$ cat src/hello_macros.svh
// Bus, LED and prescaler widths plus the unmapped read value, included by the RTL and testbench
`ifndef HELLO_MACROS_SVH
`define HELLO_MACROS_SVH

// --------------------
// Bus widths
// --------------------
`define HELLO_DATA_W 32
`define HELLO_ADDR_W 32

// --------------------
// Virtual I/O and counter widths
// --------------------
`define HELLO_LED_W 16
`define HELLO_TICK_W 8

// Returned for any address outside the register map
`define HELLO_UNIMPL_VALUE 32'hdead_beef

`endif

$ cat src/hello_pkg.sv
// Shared types and enums of the hello-world register design, referenced by scoped name
`default_nettype none

`include "hello_macros.svh"

package hello_pkg;

  // Bus payload types
  typedef logic [`HELLO_DATA_W-1:0] data_t;
  typedef logic [`HELLO_ADDR_W-1:0] addr_t;

  // Virtual I/O and counter types
  typedef logic [`HELLO_LED_W-1:0]  led_t;
  typedef logic [15:0]              cnt_t;
  typedef logic [`HELLO_TICK_W-1:0] tick_t;

  // Register map offsets
  typedef enum logic [31:0] {
    REG_HELLO     = 32'h0000_0500,
    REG_VLED      = 32'h0000_0504,
    REG_CNT_CTRL  = 32'h0000_0508,
    REG_CNT_TICK  = 32'h0000_050C,
    REG_CNT_LOAD  = 32'h0000_0510,
    REG_CNT_WMARK = 32'h0000_0514,
    REG_CNT_VALUE = 32'h0000_0518
  } reg_addr_e;

  typedef enum logic [1:0] {
    RESP_OKAY   = 2'd0,
    RESP_SLVERR = 2'd2
  } axi_resp_e;

  typedef enum logic [1:0] {
    WR_IDLE,
    WR_DATA,
    WR_RESP
  } wr_state_e;

endpackage

`default_nettype wire

$ cat src/axil_slave.sv
// AXI-Lite single-beat slave that turns bus handshakes into one-cycle register strobes
`timescale 1ns/10ps
`default_nettype none

module axil_slave (
  input  logic                 clk_main_a0,
  input  logic                 rst_main_n_sync,
  // Write address, data and response channels
  input  logic                 awvalid,
  input  hello_pkg::addr_t     awaddr,
  output logic                 awready,
  input  logic                 wvalid,
  input  hello_pkg::data_t     wdata,
  output logic                 wready,
  output logic                 bvalid,
  output hello_pkg::axi_resp_e bresp,
  input  logic                 bready,
  // Read address and data channels
  input  logic                 arvalid,
  input  hello_pkg::addr_t     araddr,
  output logic                 arready,
  output logic                 rvalid,
  output hello_pkg::data_t     rdata,
  output hello_pkg::axi_resp_e rresp,
  input  logic                 rready,
  // Register side
  output logic                 reg_wr,
  output hello_pkg::addr_t     reg_wr_addr,
  output hello_pkg::data_t     reg_wr_data,
  output logic                 reg_rd,
  output hello_pkg::addr_t     reg_rd_addr,
  input  hello_pkg::data_t     rd_data
);

  hello_pkg::wr_state_e wr_state;
  hello_pkg::wr_state_e wr_state_nxt;
  hello_pkg::addr_t     wr_addr_q;
  hello_pkg::addr_t     rd_addr_q;
  logic                 rd_pend;
  logic                 aw_hs;
  logic                 w_hs;
  logic                 b_hs;
  logic                 ar_hs;
  logic                 r_hs;

  assign aw_hs = awvalid && awready;
  assign w_hs  = wvalid && wready;
  assign b_hs  = bvalid && bready;
  assign ar_hs = arvalid && arready;
  assign r_hs  = rvalid && rready;

  // --------------------
  // Write channel
  // --------------------
  always_comb begin
    wr_state_nxt = wr_state;
    case (wr_state)
      hello_pkg::WR_IDLE: if (aw_hs) wr_state_nxt = hello_pkg::WR_DATA;
      hello_pkg::WR_DATA: if (w_hs) wr_state_nxt = hello_pkg::WR_RESP;
      hello_pkg::WR_RESP: if (b_hs) wr_state_nxt = hello_pkg::WR_IDLE;
      default:            wr_state_nxt = hello_pkg::WR_IDLE;
    endcase
  end

  // awready is a flop so it stays low through reset
  always_ff @(posedge clk_main_a0) begin
    if (!rst_main_n_sync) begin
      wr_state <= hello_pkg::WR_IDLE;
      awready  <= 1'b0;
    end else begin
      wr_state <= wr_state_nxt;
      awready  <= (wr_state_nxt == hello_pkg::WR_IDLE);
    end
  end

  always_ff @(posedge clk_main_a0) begin
    if (aw_hs) begin
      wr_addr_q <= awaddr;
    end
  end

  assign wready      = (wr_state == hello_pkg::WR_DATA) && wvalid;
  assign bvalid      = (wr_state == hello_pkg::WR_RESP);
  assign bresp       = hello_pkg::RESP_OKAY;
  assign reg_wr      = w_hs;
  assign reg_wr_addr = wr_addr_q;
  assign reg_wr_data = wdata;

  // --------------------
  // Read channel
  // --------------------
  // One lookup cycle between AR and R, then hold until rready
  always_ff @(posedge clk_main_a0) begin
    if (!rst_main_n_sync) begin
      rd_pend <= 1'b0;
      rvalid  <= 1'b0;
      arready <= 1'b0;
    end else begin
      rd_pend <= ar_hs;
      if (rd_pend) begin
        rvalid <= 1'b1;
      end else if (r_hs) begin
        rvalid <= 1'b0;
      end
      arready <= !ar_hs && !rd_pend && (!rvalid || r_hs);
    end
  end

  always_ff @(posedge clk_main_a0) begin
    if (ar_hs) begin
      rd_addr_q <= araddr;
    end
    if (rd_pend) begin
      rdata <= rd_data;
    end
  end

  assign reg_rd      = rd_pend;
  assign reg_rd_addr = rd_addr_q;
  assign rresp       = hello_pkg::RESP_OKAY;

endmodule

`default_nettype wire

$ cat src/cl_hello_top.sv
// Top level of the hello-world design connecting the bus slave, registers, LED path and counter
`timescale 1ns/10ps
`default_nettype none

module cl_hello_top (
  input  logic                 clk_main_a0,
  input  logic                 rst_main_n_sync,
  input  logic                 awvalid,
  input  hello_pkg::addr_t     awaddr,
  output logic                 awready,
  input  logic                 wvalid,
  input  hello_pkg::data_t     wdata,
  output logic                 wready,
  output logic                 bvalid,
  output hello_pkg::axi_resp_e bresp,
  input  logic                 bready,
  input  logic                 arvalid,
  input  hello_pkg::addr_t     araddr,
  output logic                 arready,
  output logic                 rvalid,
  output hello_pkg::data_t     rdata,
  output hello_pkg::axi_resp_e rresp,
  input  logic                 rready,
  input  hello_pkg::led_t      vdip,
  output hello_pkg::led_t      vled
);

  // Register strobes
  logic             reg_wr;
  logic             reg_rd;
  hello_pkg::addr_t reg_wr_addr;
  hello_pkg::addr_t reg_rd_addr;
  hello_pkg::data_t reg_wr_data;
  hello_pkg::data_t rd_data;

  // LED path
  hello_pkg::led_t  hello_low;
  hello_pkg::led_t  led_shadow;

  // Counter control and status
  logic             cnt_enable;
  logic             cnt_oneshot;
  logic             cnt_load;
  logic             cnt_clear;
  hello_pkg::tick_t tick_value;
  hello_pkg::cnt_t  load_value;
  hello_pkg::cnt_t  watermark;
  hello_pkg::cnt_t  cnt_value;
  hello_pkg::tick_t cnt_tick_cnt;
  logic             cnt_ge_wmark;

  axil_slave u_axil_slave (
    .clk_main_a0     (clk_main_a0),
    .rst_main_n_sync (rst_main_n_sync),
    .awvalid         (awvalid),
    .awaddr          (awaddr),
    .awready         (awready),
    .wvalid          (wvalid),
    .wdata           (wdata),
    .wready          (wready),
    .bvalid          (bvalid),
    .bresp           (bresp),
    .bready          (bready),
    .arvalid         (arvalid),
    .araddr          (araddr),
    .arready         (arready),
    .rvalid          (rvalid),
    .rdata           (rdata),
    .rresp           (rresp),
    .rready          (rready),
    .reg_wr          (reg_wr),
    .reg_wr_addr     (reg_wr_addr),
    .reg_wr_data     (reg_wr_data),
    .reg_rd          (reg_rd),
    .reg_rd_addr     (reg_rd_addr),
    .rd_data         (rd_data)
  );

  cl_regs u_cl_regs (
    .clk_main_a0     (clk_main_a0),
    .rst_main_n_sync (rst_main_n_sync),
    .reg_wr          (reg_wr),
    .reg_wr_addr     (reg_wr_addr),
    .reg_wr_data     (reg_wr_data),
    .reg_rd          (reg_rd),
    .reg_rd_addr     (reg_rd_addr),
    .rd_data         (rd_data),
    .led_shadow      (led_shadow),
    .cnt_value       (cnt_value),
    .cnt_tick_cnt    (cnt_tick_cnt),
    .cnt_ge_wmark    (cnt_ge_wmark),
    .hello_low       (hello_low),
    .cnt_enable      (cnt_enable),
    .cnt_oneshot     (cnt_oneshot),
    .cnt_load        (cnt_load),
    .cnt_clear       (cnt_clear),
    .tick_value      (tick_value),
    .load_value      (load_value),
    .watermark       (watermark)
  );

  vled_mask u_vled_mask (
    .clk_main_a0     (clk_main_a0),
    .rst_main_n_sync (rst_main_n_sync),
    .hello_low       (hello_low),
    .vdip            (vdip),
    .led_shadow      (led_shadow),
    .vled            (vled)
  );

  tick_counter u_tick_counter (
    .clk_main_a0     (clk_main_a0),
    .rst_main_n_sync (rst_main_n_sync),
    .cnt_enable      (cnt_enable),
    .cnt_oneshot     (cnt_oneshot),
    .cnt_load        (cnt_load),
    .cnt_clear       (cnt_clear),
    .tick_value      (tick_value),
    .load_value      (load_value),
    .watermark       (watermark),
    .cnt_value       (cnt_value),
    .cnt_tick_cnt    (cnt_tick_cnt),
    .cnt_ge_wmark    (cnt_ge_wmark)
  );

endmodule

`default_nettype wire

$ cat src/cl_regs.sv
// Hello-world and counter-control register file with write decode and read-data mux
`timescale 1ns/10ps
`default_nettype none

`include "hello_macros.svh"

module cl_regs (
  input  logic             clk_main_a0,
  input  logic             rst_main_n_sync,
  input  logic             reg_wr,
  input  hello_pkg::addr_t reg_wr_addr,
  input  hello_pkg::data_t reg_wr_data,
  input  logic             reg_rd,
  input  hello_pkg::addr_t reg_rd_addr,
  output hello_pkg::data_t rd_data,
  input  hello_pkg::led_t  led_shadow,
  input  hello_pkg::cnt_t  cnt_value,
  input  hello_pkg::tick_t cnt_tick_cnt,
  input  logic             cnt_ge_wmark,
  output hello_pkg::led_t  hello_low,
  output logic             cnt_enable,
  output logic             cnt_oneshot,
  output logic             cnt_load,
  output logic             cnt_clear,
  output hello_pkg::tick_t tick_value,
  output hello_pkg::cnt_t  load_value,
  output hello_pkg::cnt_t  watermark
);

  hello_pkg::data_t hello_q;
  hello_pkg::data_t hello_swap;

  // --------------------
  // Register writes
  // --------------------
  always_ff @(posedge clk_main_a0) begin
    if (!rst_main_n_sync) begin
      hello_q     <= '0;
      cnt_enable  <= 1'b0;
      cnt_oneshot <= 1'b0;
      cnt_load    <= 1'b0;
      cnt_clear   <= 1'b0;
      tick_value  <= '0;
      load_value  <= '0;
      watermark   <= '0;
    end else begin
      // Load and clear are one-cycle pulses
      cnt_load  <= 1'b0;
      cnt_clear <= 1'b0;
      if (reg_wr) begin
        case (reg_wr_addr)
          hello_pkg::REG_HELLO: hello_q <= reg_wr_data;
          hello_pkg::REG_CNT_CTRL: begin
            cnt_enable  <= reg_wr_data[0];
            cnt_oneshot <= reg_wr_data[1];
            cnt_load    <= reg_wr_data[2];
            cnt_clear   <= reg_wr_data[3];
          end
          hello_pkg::REG_CNT_TICK:  tick_value <= reg_wr_data[`HELLO_TICK_W-1:0];
          hello_pkg::REG_CNT_LOAD:  load_value <= reg_wr_data[15:0];
          hello_pkg::REG_CNT_WMARK: watermark  <= reg_wr_data[15:0];
          default: ;
        endcase
      end
    end
  end

  assign hello_low  = hello_q[`HELLO_LED_W-1:0];

  // Hello word reads back with its byte order reversed
  assign hello_swap = {hello_q[7:0], hello_q[15:8], hello_q[23:16], hello_q[31:24]};

  // --------------------
  // Read mux
  // --------------------
  always_comb begin
    rd_data = '0;
    if (reg_rd) begin
      case (reg_rd_addr)
        hello_pkg::REG_HELLO:     rd_data = hello_swap;
        hello_pkg::REG_VLED:      rd_data = {{(`HELLO_DATA_W-`HELLO_LED_W){1'b0}}, led_shadow};
        hello_pkg::REG_CNT_CTRL:  rd_data = {28'h0, cnt_clear, cnt_load, cnt_oneshot, cnt_enable};
        hello_pkg::REG_CNT_TICK:  rd_data = {24'h0, tick_value};
        hello_pkg::REG_CNT_LOAD:  rd_data = {16'h0, load_value};
        hello_pkg::REG_CNT_WMARK: rd_data = {16'h0, watermark};
        // Flag in the top bit, tick count above the event count
        hello_pkg::REG_CNT_VALUE: rd_data = {cnt_ge_wmark, 7'h0, cnt_tick_cnt, cnt_value};
        default:                  rd_data = `HELLO_UNIMPL_VALUE;
      endcase
    end
  end

endmodule

`default_nettype wire

$ cat src/tick_counter.sv
// Prescaling tick counter driving a 16-bit event counter with load, clear, oneshot and watermark
`timescale 1ns/10ps
`default_nettype none

module tick_counter (
  input  logic             clk_main_a0,
  input  logic             rst_main_n_sync,
  input  logic             cnt_enable,
  input  logic             cnt_oneshot,
  input  logic             cnt_load,
  input  logic             cnt_clear,
  input  hello_pkg::tick_t tick_value,
  input  hello_pkg::cnt_t  load_value,
  input  hello_pkg::cnt_t  watermark,
  output hello_pkg::cnt_t  cnt_value,
  output hello_pkg::tick_t cnt_tick_cnt,
  output logic             cnt_ge_wmark
);

  logic tick_wrap;
  logic cnt_sat;

  // Prescaler period is tick_value + 1 cycles
  assign tick_wrap = (cnt_tick_cnt >= tick_value);

  // Oneshot holds the count once it reaches all ones
  assign cnt_sat = cnt_oneshot && (cnt_value == '1);

  // --------------------
  // Prescaler
  // --------------------
  always_ff @(posedge clk_main_a0) begin
    if (!rst_main_n_sync) begin
      cnt_tick_cnt <= '0;
    end else if (cnt_clear) begin
      cnt_tick_cnt <= '0;
    end else if (cnt_enable) begin
      if (tick_wrap) begin
        cnt_tick_cnt <= '0;
      end else begin
        cnt_tick_cnt <= cnt_tick_cnt + 1'b1;
      end
    end
  end

  // --------------------
  // Event counter
  // --------------------
  // Clear wins over load, load wins over the enable hold
  always_ff @(posedge clk_main_a0) begin
    if (!rst_main_n_sync) begin
      cnt_value <= '0;
    end else if (cnt_clear) begin
      cnt_value <= '0;
    end else if (cnt_load) begin
      cnt_value <= load_value;
    end else if (cnt_enable && tick_wrap && !cnt_sat) begin
      cnt_value <= cnt_value + 1'b1;
    end
  end

  assign cnt_ge_wmark = (cnt_value >= watermark);

endmodule

`default_nettype wire

$ cat src/vled_mask.sv
// Virtual LED path that shadows the hello low half and masks it with synchronized DIP switches
`timescale 1ns/10ps
`default_nettype none

module vled_mask (
  input  logic            clk_main_a0,
  input  logic            rst_main_n_sync,
  input  hello_pkg::led_t hello_low,
  input  hello_pkg::led_t vdip,
  output hello_pkg::led_t led_shadow,
  output hello_pkg::led_t vled
);

  hello_pkg::led_t vdip_q;
  hello_pkg::led_t vdip_q2;

  // --------------------
  // DIP synchronizer
  // --------------------
  always_ff @(posedge clk_main_a0) begin
    if (!rst_main_n_sync) begin
      vdip_q  <= '0;
      vdip_q2 <= '0;
    end else begin
      vdip_q  <= vdip;
      vdip_q2 <= vdip_q;
    end
  end

  // --------------------
  // LED shadow and output
  // --------------------
  // Shadow lags the hello register by one cycle, LEDs by two
  always_ff @(posedge clk_main_a0) begin
    if (!rst_main_n_sync) begin
      led_shadow <= '0;
      vled       <= '0;
    end else begin
      led_shadow <= hello_low;
      vled       <= led_shadow & vdip_q2;
    end
  end

endmodule

`default_nettype wire
$ cat config.mk
export PLATFORM = sky130hd
export DESIGN_NAME = cl_hello_top
export DESIGN_NICKNAME = d
export VERILOG_FILES = /design/src/hello_pkg.sv /design/src/axil_slave.sv /design/src/cl_hello_top.sv /design/src/cl_regs.sv /design/src/tick_counter.sv /design/src/vled_mask.sv
export VERILOG_INCLUDE_DIRS = /design/src
export SDC_FILE = /design/constraint.sdc
export NUM_CORES = 1
export LEC_CHECK = 0
export BUFFER_PORTS_ARGS = -buffer_cell sky130_fd_sc_hd__buf_2
export CELL_PAD_IN_SITES_DETAIL_PLACEMENT = 1
export CELL_PAD_IN_SITES_GLOBAL_PLACEMENT = 1
export CORE_UTILIZATION = 50
export CTS_BUF_LIST = sky130_fd_sc_hd__clkbuf_8
export DETAILED_ROUTE_END_ITERATION = 6
export PLACE_DENSITY = 0.95
export SYNTH_ARGS = -nofsm -noshare
export SYNTH_HDL_FRONTEND = slang
export SYNTH_HIERARCHICAL = 1
export SYNTH_SLANG_ARGS = --single-unit
$ cat constraint.sdc
create_clock -name clk_main_a0 -period 3.4 [get_ports clk_main_a0]
set_clock_uncertainty 0.05 [all_clocks]
set_input_delay 0.68 -clock clk_main_a0 [delete_from_list [all_inputs] [get_ports clk_main_a0]]
set_output_delay 0.68 -clock clk_main_a0 [all_outputs]
set_load 0.1 [all_outputs]
==> run summary <==
Setup crit end kind -> register
Slew @ Worst Pin -> 0.815 ns
Top FF cell, synth -> dfxtp_1
Global-route wire length before repair -> 55,600 um
Post-cts gate resize count -> 0
Total track usage -> 0.309
Status -> finished clean
RSZ-0062 raised after global routing -> no
Largest family of logic cells by synthesized area -> simple AND/OR/NAND/NOR gates
WP data arrival -> 3.16 ns
Syn Area/Cell -> 11.0 um2
Initial Util -> 0.515
Largest net degree at the start of global routing -> 122
Commonest non-fill, non-tap cells in the layout -> 170 x buf_2, 169 x dfxtp_1, 131 x nand2_1
GR Overflow Total -> 0
Post-Layout Cell Count -> 1,483
Most common cell after layout, fill and taps aside -> buf_2
HP Class -> in -> reg
Yosys reg bits -> 266
Asr flop ratio synth -> 0
Max VDD drop -> 0.409 mV
Max_slew headroom -> 0.456
Fin. max-slew vios -> 0
Worst Reg-to-Reg Cells -> 6
Die height -> 153 um
CTS tree -> yes
Pleak -> 5.08 nW
FF-to-FF Start -> u_axil_slave/wr_state[0]$_SDFF_PN0_
Power per Cell Area -> 510 nW/um2
CP max FO -> 32
Final WL -> 36,200 um
Num CTS Buffers -> 43
Buf+Inv Stages, Crit Path -> 1
Hold_buf cts -> 0
Startpoint Class -> register
Clock Path Buffers -> 3
CP max stage delay -> 0.54 ns
CP required -> 3.81 ns
Clk pwr share -> 0.424
Clock sinks -> 266
Final hold vios -> 0
Final worst-path cycle share -> 0.808
Multiplexer share of the synthesized area -> 0.0805
Syn-to-layout area delta -> 14.1%
TritonRoute pass-1 iters -> 5
Share of cells above drive strength 1 -> 0.239
Post-Synth Adder-Cell Area -> 0.0286
Reg2Reg Setup Slack -> 0.65 ns
Number of global-route vias before repair -> 9,829
MaxCap Viol Count -> 0
Sw Share -> 0.253
Flop pwr share -> 0.515
Vias per cell -> 6.11
Crit path time final -> 2.75 ns
Io pins -> 176
Synth warn -> 6
Final setup TNS -> 0 ns
Detailed Place HPWL -> 23,100 um
Setup crit end -> u_cl_regs/hello_q[16]$_SDFFE_PN0P_
Crit path depth -> 6
CTS root buf -> clkbuf_8
Synth Area in Compound Gates -> 0.0774
Buffers on Ports -> 171
Drt drc -> 0
Leading area contributor after synthesis -> dfxtp_1
Total power -> 6.63 mW
Area contributors post-synth -> dfxtp_1 30%, edfxtp_1 25%, mux2i_1 7.7%, nand2_1 4.3%, buf_4 3.8%
Clk Latency, worst-skew pair -> 0.57 ns
Share of the synthesized area in the top cell type -> 0.299
Routed vias -> 9,062
Mapped cell area -> 11,400 um2
CP top delay family -> simple AND/OR/NAND/NOR gates
Setup violators final -> 0
Core Box Area -> 22,100 um2
Placed cell count -> 1,403
Xor/xnor share of the synthesized area -> 0.0154
Setup Fix Bufs, Post-CTS -> 0
Nets -> 1,313
CP cell instances -> and3b_1, nor4b_1, nand2_1, nor4_4, buf_4, mux2i_1
Worst reg2reg path endpoint -> u_cl_regs/hello_q[16]$_SDFFE_PN0P_
Combinational share of power -> 0.061
Post-synth EDFFs -> 96
Iter 0 DRT Violations -> 803
Rows -> 54
Crit path from -> u_axil_slave/wr_state[0]$_SDFF_PN0_
CP max stage cell -> buf_4
Hold Crit Start -> awaddr[22]
Net switching power -> 1.67 mW
DIE AREA -> 23,400 um2
Simple-gate area share of the yosys netlist -> 0.175
Post-route ant nets -> 0
Reg clk slew, reported paths -> 0.06 ns
Gate Count Post-Synth -> 1,034
Antenna violations before repair -> 0
Register area share after synthesis -> 0.552
Post-detailed-route wirelength per cell -> 24.4 um
Crit path kind -> reg -> reg
Fmax -> 0.364 GHz
Htree depth -> 2
Diodes inserted -> 0
Internal Pwr Total -> 4.95 mW
GPL Wtd Cong -> 0.876
Die W -> 153 um
Synth unique cells -> 64
cell families (layout without fill, tap and decap cells):
kind of cell / count (synthesis) / after routing
AO/OA/AOI/OAI: 131 / 131
XOR/XNOR: 20 / 20
adder cells (fa/ha/maj): 26 / 26
buffers and inverters: 138 / 304
flip-flops: 266 / 266
multiplexers: 91 / 91
other: 1 / 4
AND/OR/NAND/NOR: 361 / 361
layer usage:
metal  track usage  part of all wire
met5             0                 0
met4         0.162             0.049
met3        0.0689             0.076
met2         0.543              0.50
met1         0.350              0.37
flip-flops by register name, indices dropped and copies added (netlist names), 32 cells and up:
| signal | flops |
|---|---|
| u_axil_slave/reg_rd_addr | 32 |
| u_axil_slave/rdata | 32 |
| u_cl_regs/hello_q | 32 |
| u_axil_slave/reg_wr_addr | 32 |
Yosys cell counts, types with 3 or more instances:
master	number
or4_1	4
o21ai_0	21
mux2_2	4
a211o_1	4
nand3_1	19
mux2i_1	87
xor2_1	6
ha_1	26
a22o_1	10
and4_1	4
o2bb2ai_1	3
edfxtp_1	96
xnor2_1	14
a21oi_1	33
a32oi_1	5
buf_2	14
nand2b_1	4
and2_1	52
nor2b_1	6
buf_4	57
nor4b_2	3
a31oi_1	8
o211ai_1	5
buf_6	6
nor3b_1	3
a41oi_1	6
and3_1	14
a211oi_1	4
dfxtp_1	170
o41ai_1	5
and3_2	14
clkbuf_1	26
nor2_1	27
nor3_1	9
a21o_1	3
a22oi_1	13
clkbuf_2	6
nor4_1	13
nand2_1	131
inv_1	29
nor4b_1	3
nand4_1	37
worst min-delay path by stage:
| stage | slack [ns] | endpoint | cells after the start |
|---|---|---|---|
| floorplan | 0.36 | u_vled_mask/vdip_q2[0]$_SDFF_PN0_ | 1 |
| global placement | 0.36 | u_vled_mask/vdip_q2[0]$_SDFF_PN0_ | 1 |
| detailed placement | 0.37 | u_vled_mask/vdip_q2[5]$_SDFF_PN0_ | 1 |
| CTS | 0.22 | u_axil_slave/reg_wr_addr[9]$_DFFE_PP_ | 1 |
| global route | 0.22 | u_axil_slave/reg_wr_addr[9]$_DFFE_PP_ | 1 |
| finish | 0.24 | u_axil_slave/reg_wr_addr[22]$_DFFE_PP_ | 1 |
final cells by class:
type	count	area, um2
fill	2375	9110
sequential	266	6290
multi-input combinational	633	4310
timing repair buffer	195	1050
clock buffer	52	716
tap	280	350
clock inverter	28	159
inverter	29	109
power groups by stage:
| stage | clock network (mW) | registers, mW | logic, mW |
|---|---|---|---|
| 2_1_floorplan | 0 | 3.58 | 0.166 |
| 3_3_place_gp | 0 | 3.47 | 0.373 |
| 3_5_place_dp | 0 | 3.48 | 0.389 |
| 4_1_cts | 2.85 | 3.41 | 0.400 |
| 5_1_grt | 3.00 | 3.41 | 0.419 |
| 6_report | 2.81 | 3.41 | 0.404 |
per-stage QoR:
stage / util / hold slack [ns] / area [um2] / worst slack [ns]
finish: 0.587 / 0.241 / 13000 / 0.654
floorplan: - / 0.362 / 11400 / 0.957
global placement: 0.548 / 0.363 / 12100 / 0.847
detailed placement: 0.548 / 0.372 / 12100 / 0.530
CTS: 0.587 / 0.219 / 13000 / 0.753
global route: 0.587 / 0.221 / 13000 / 0.577
Power figures use the tool's default switching activity.
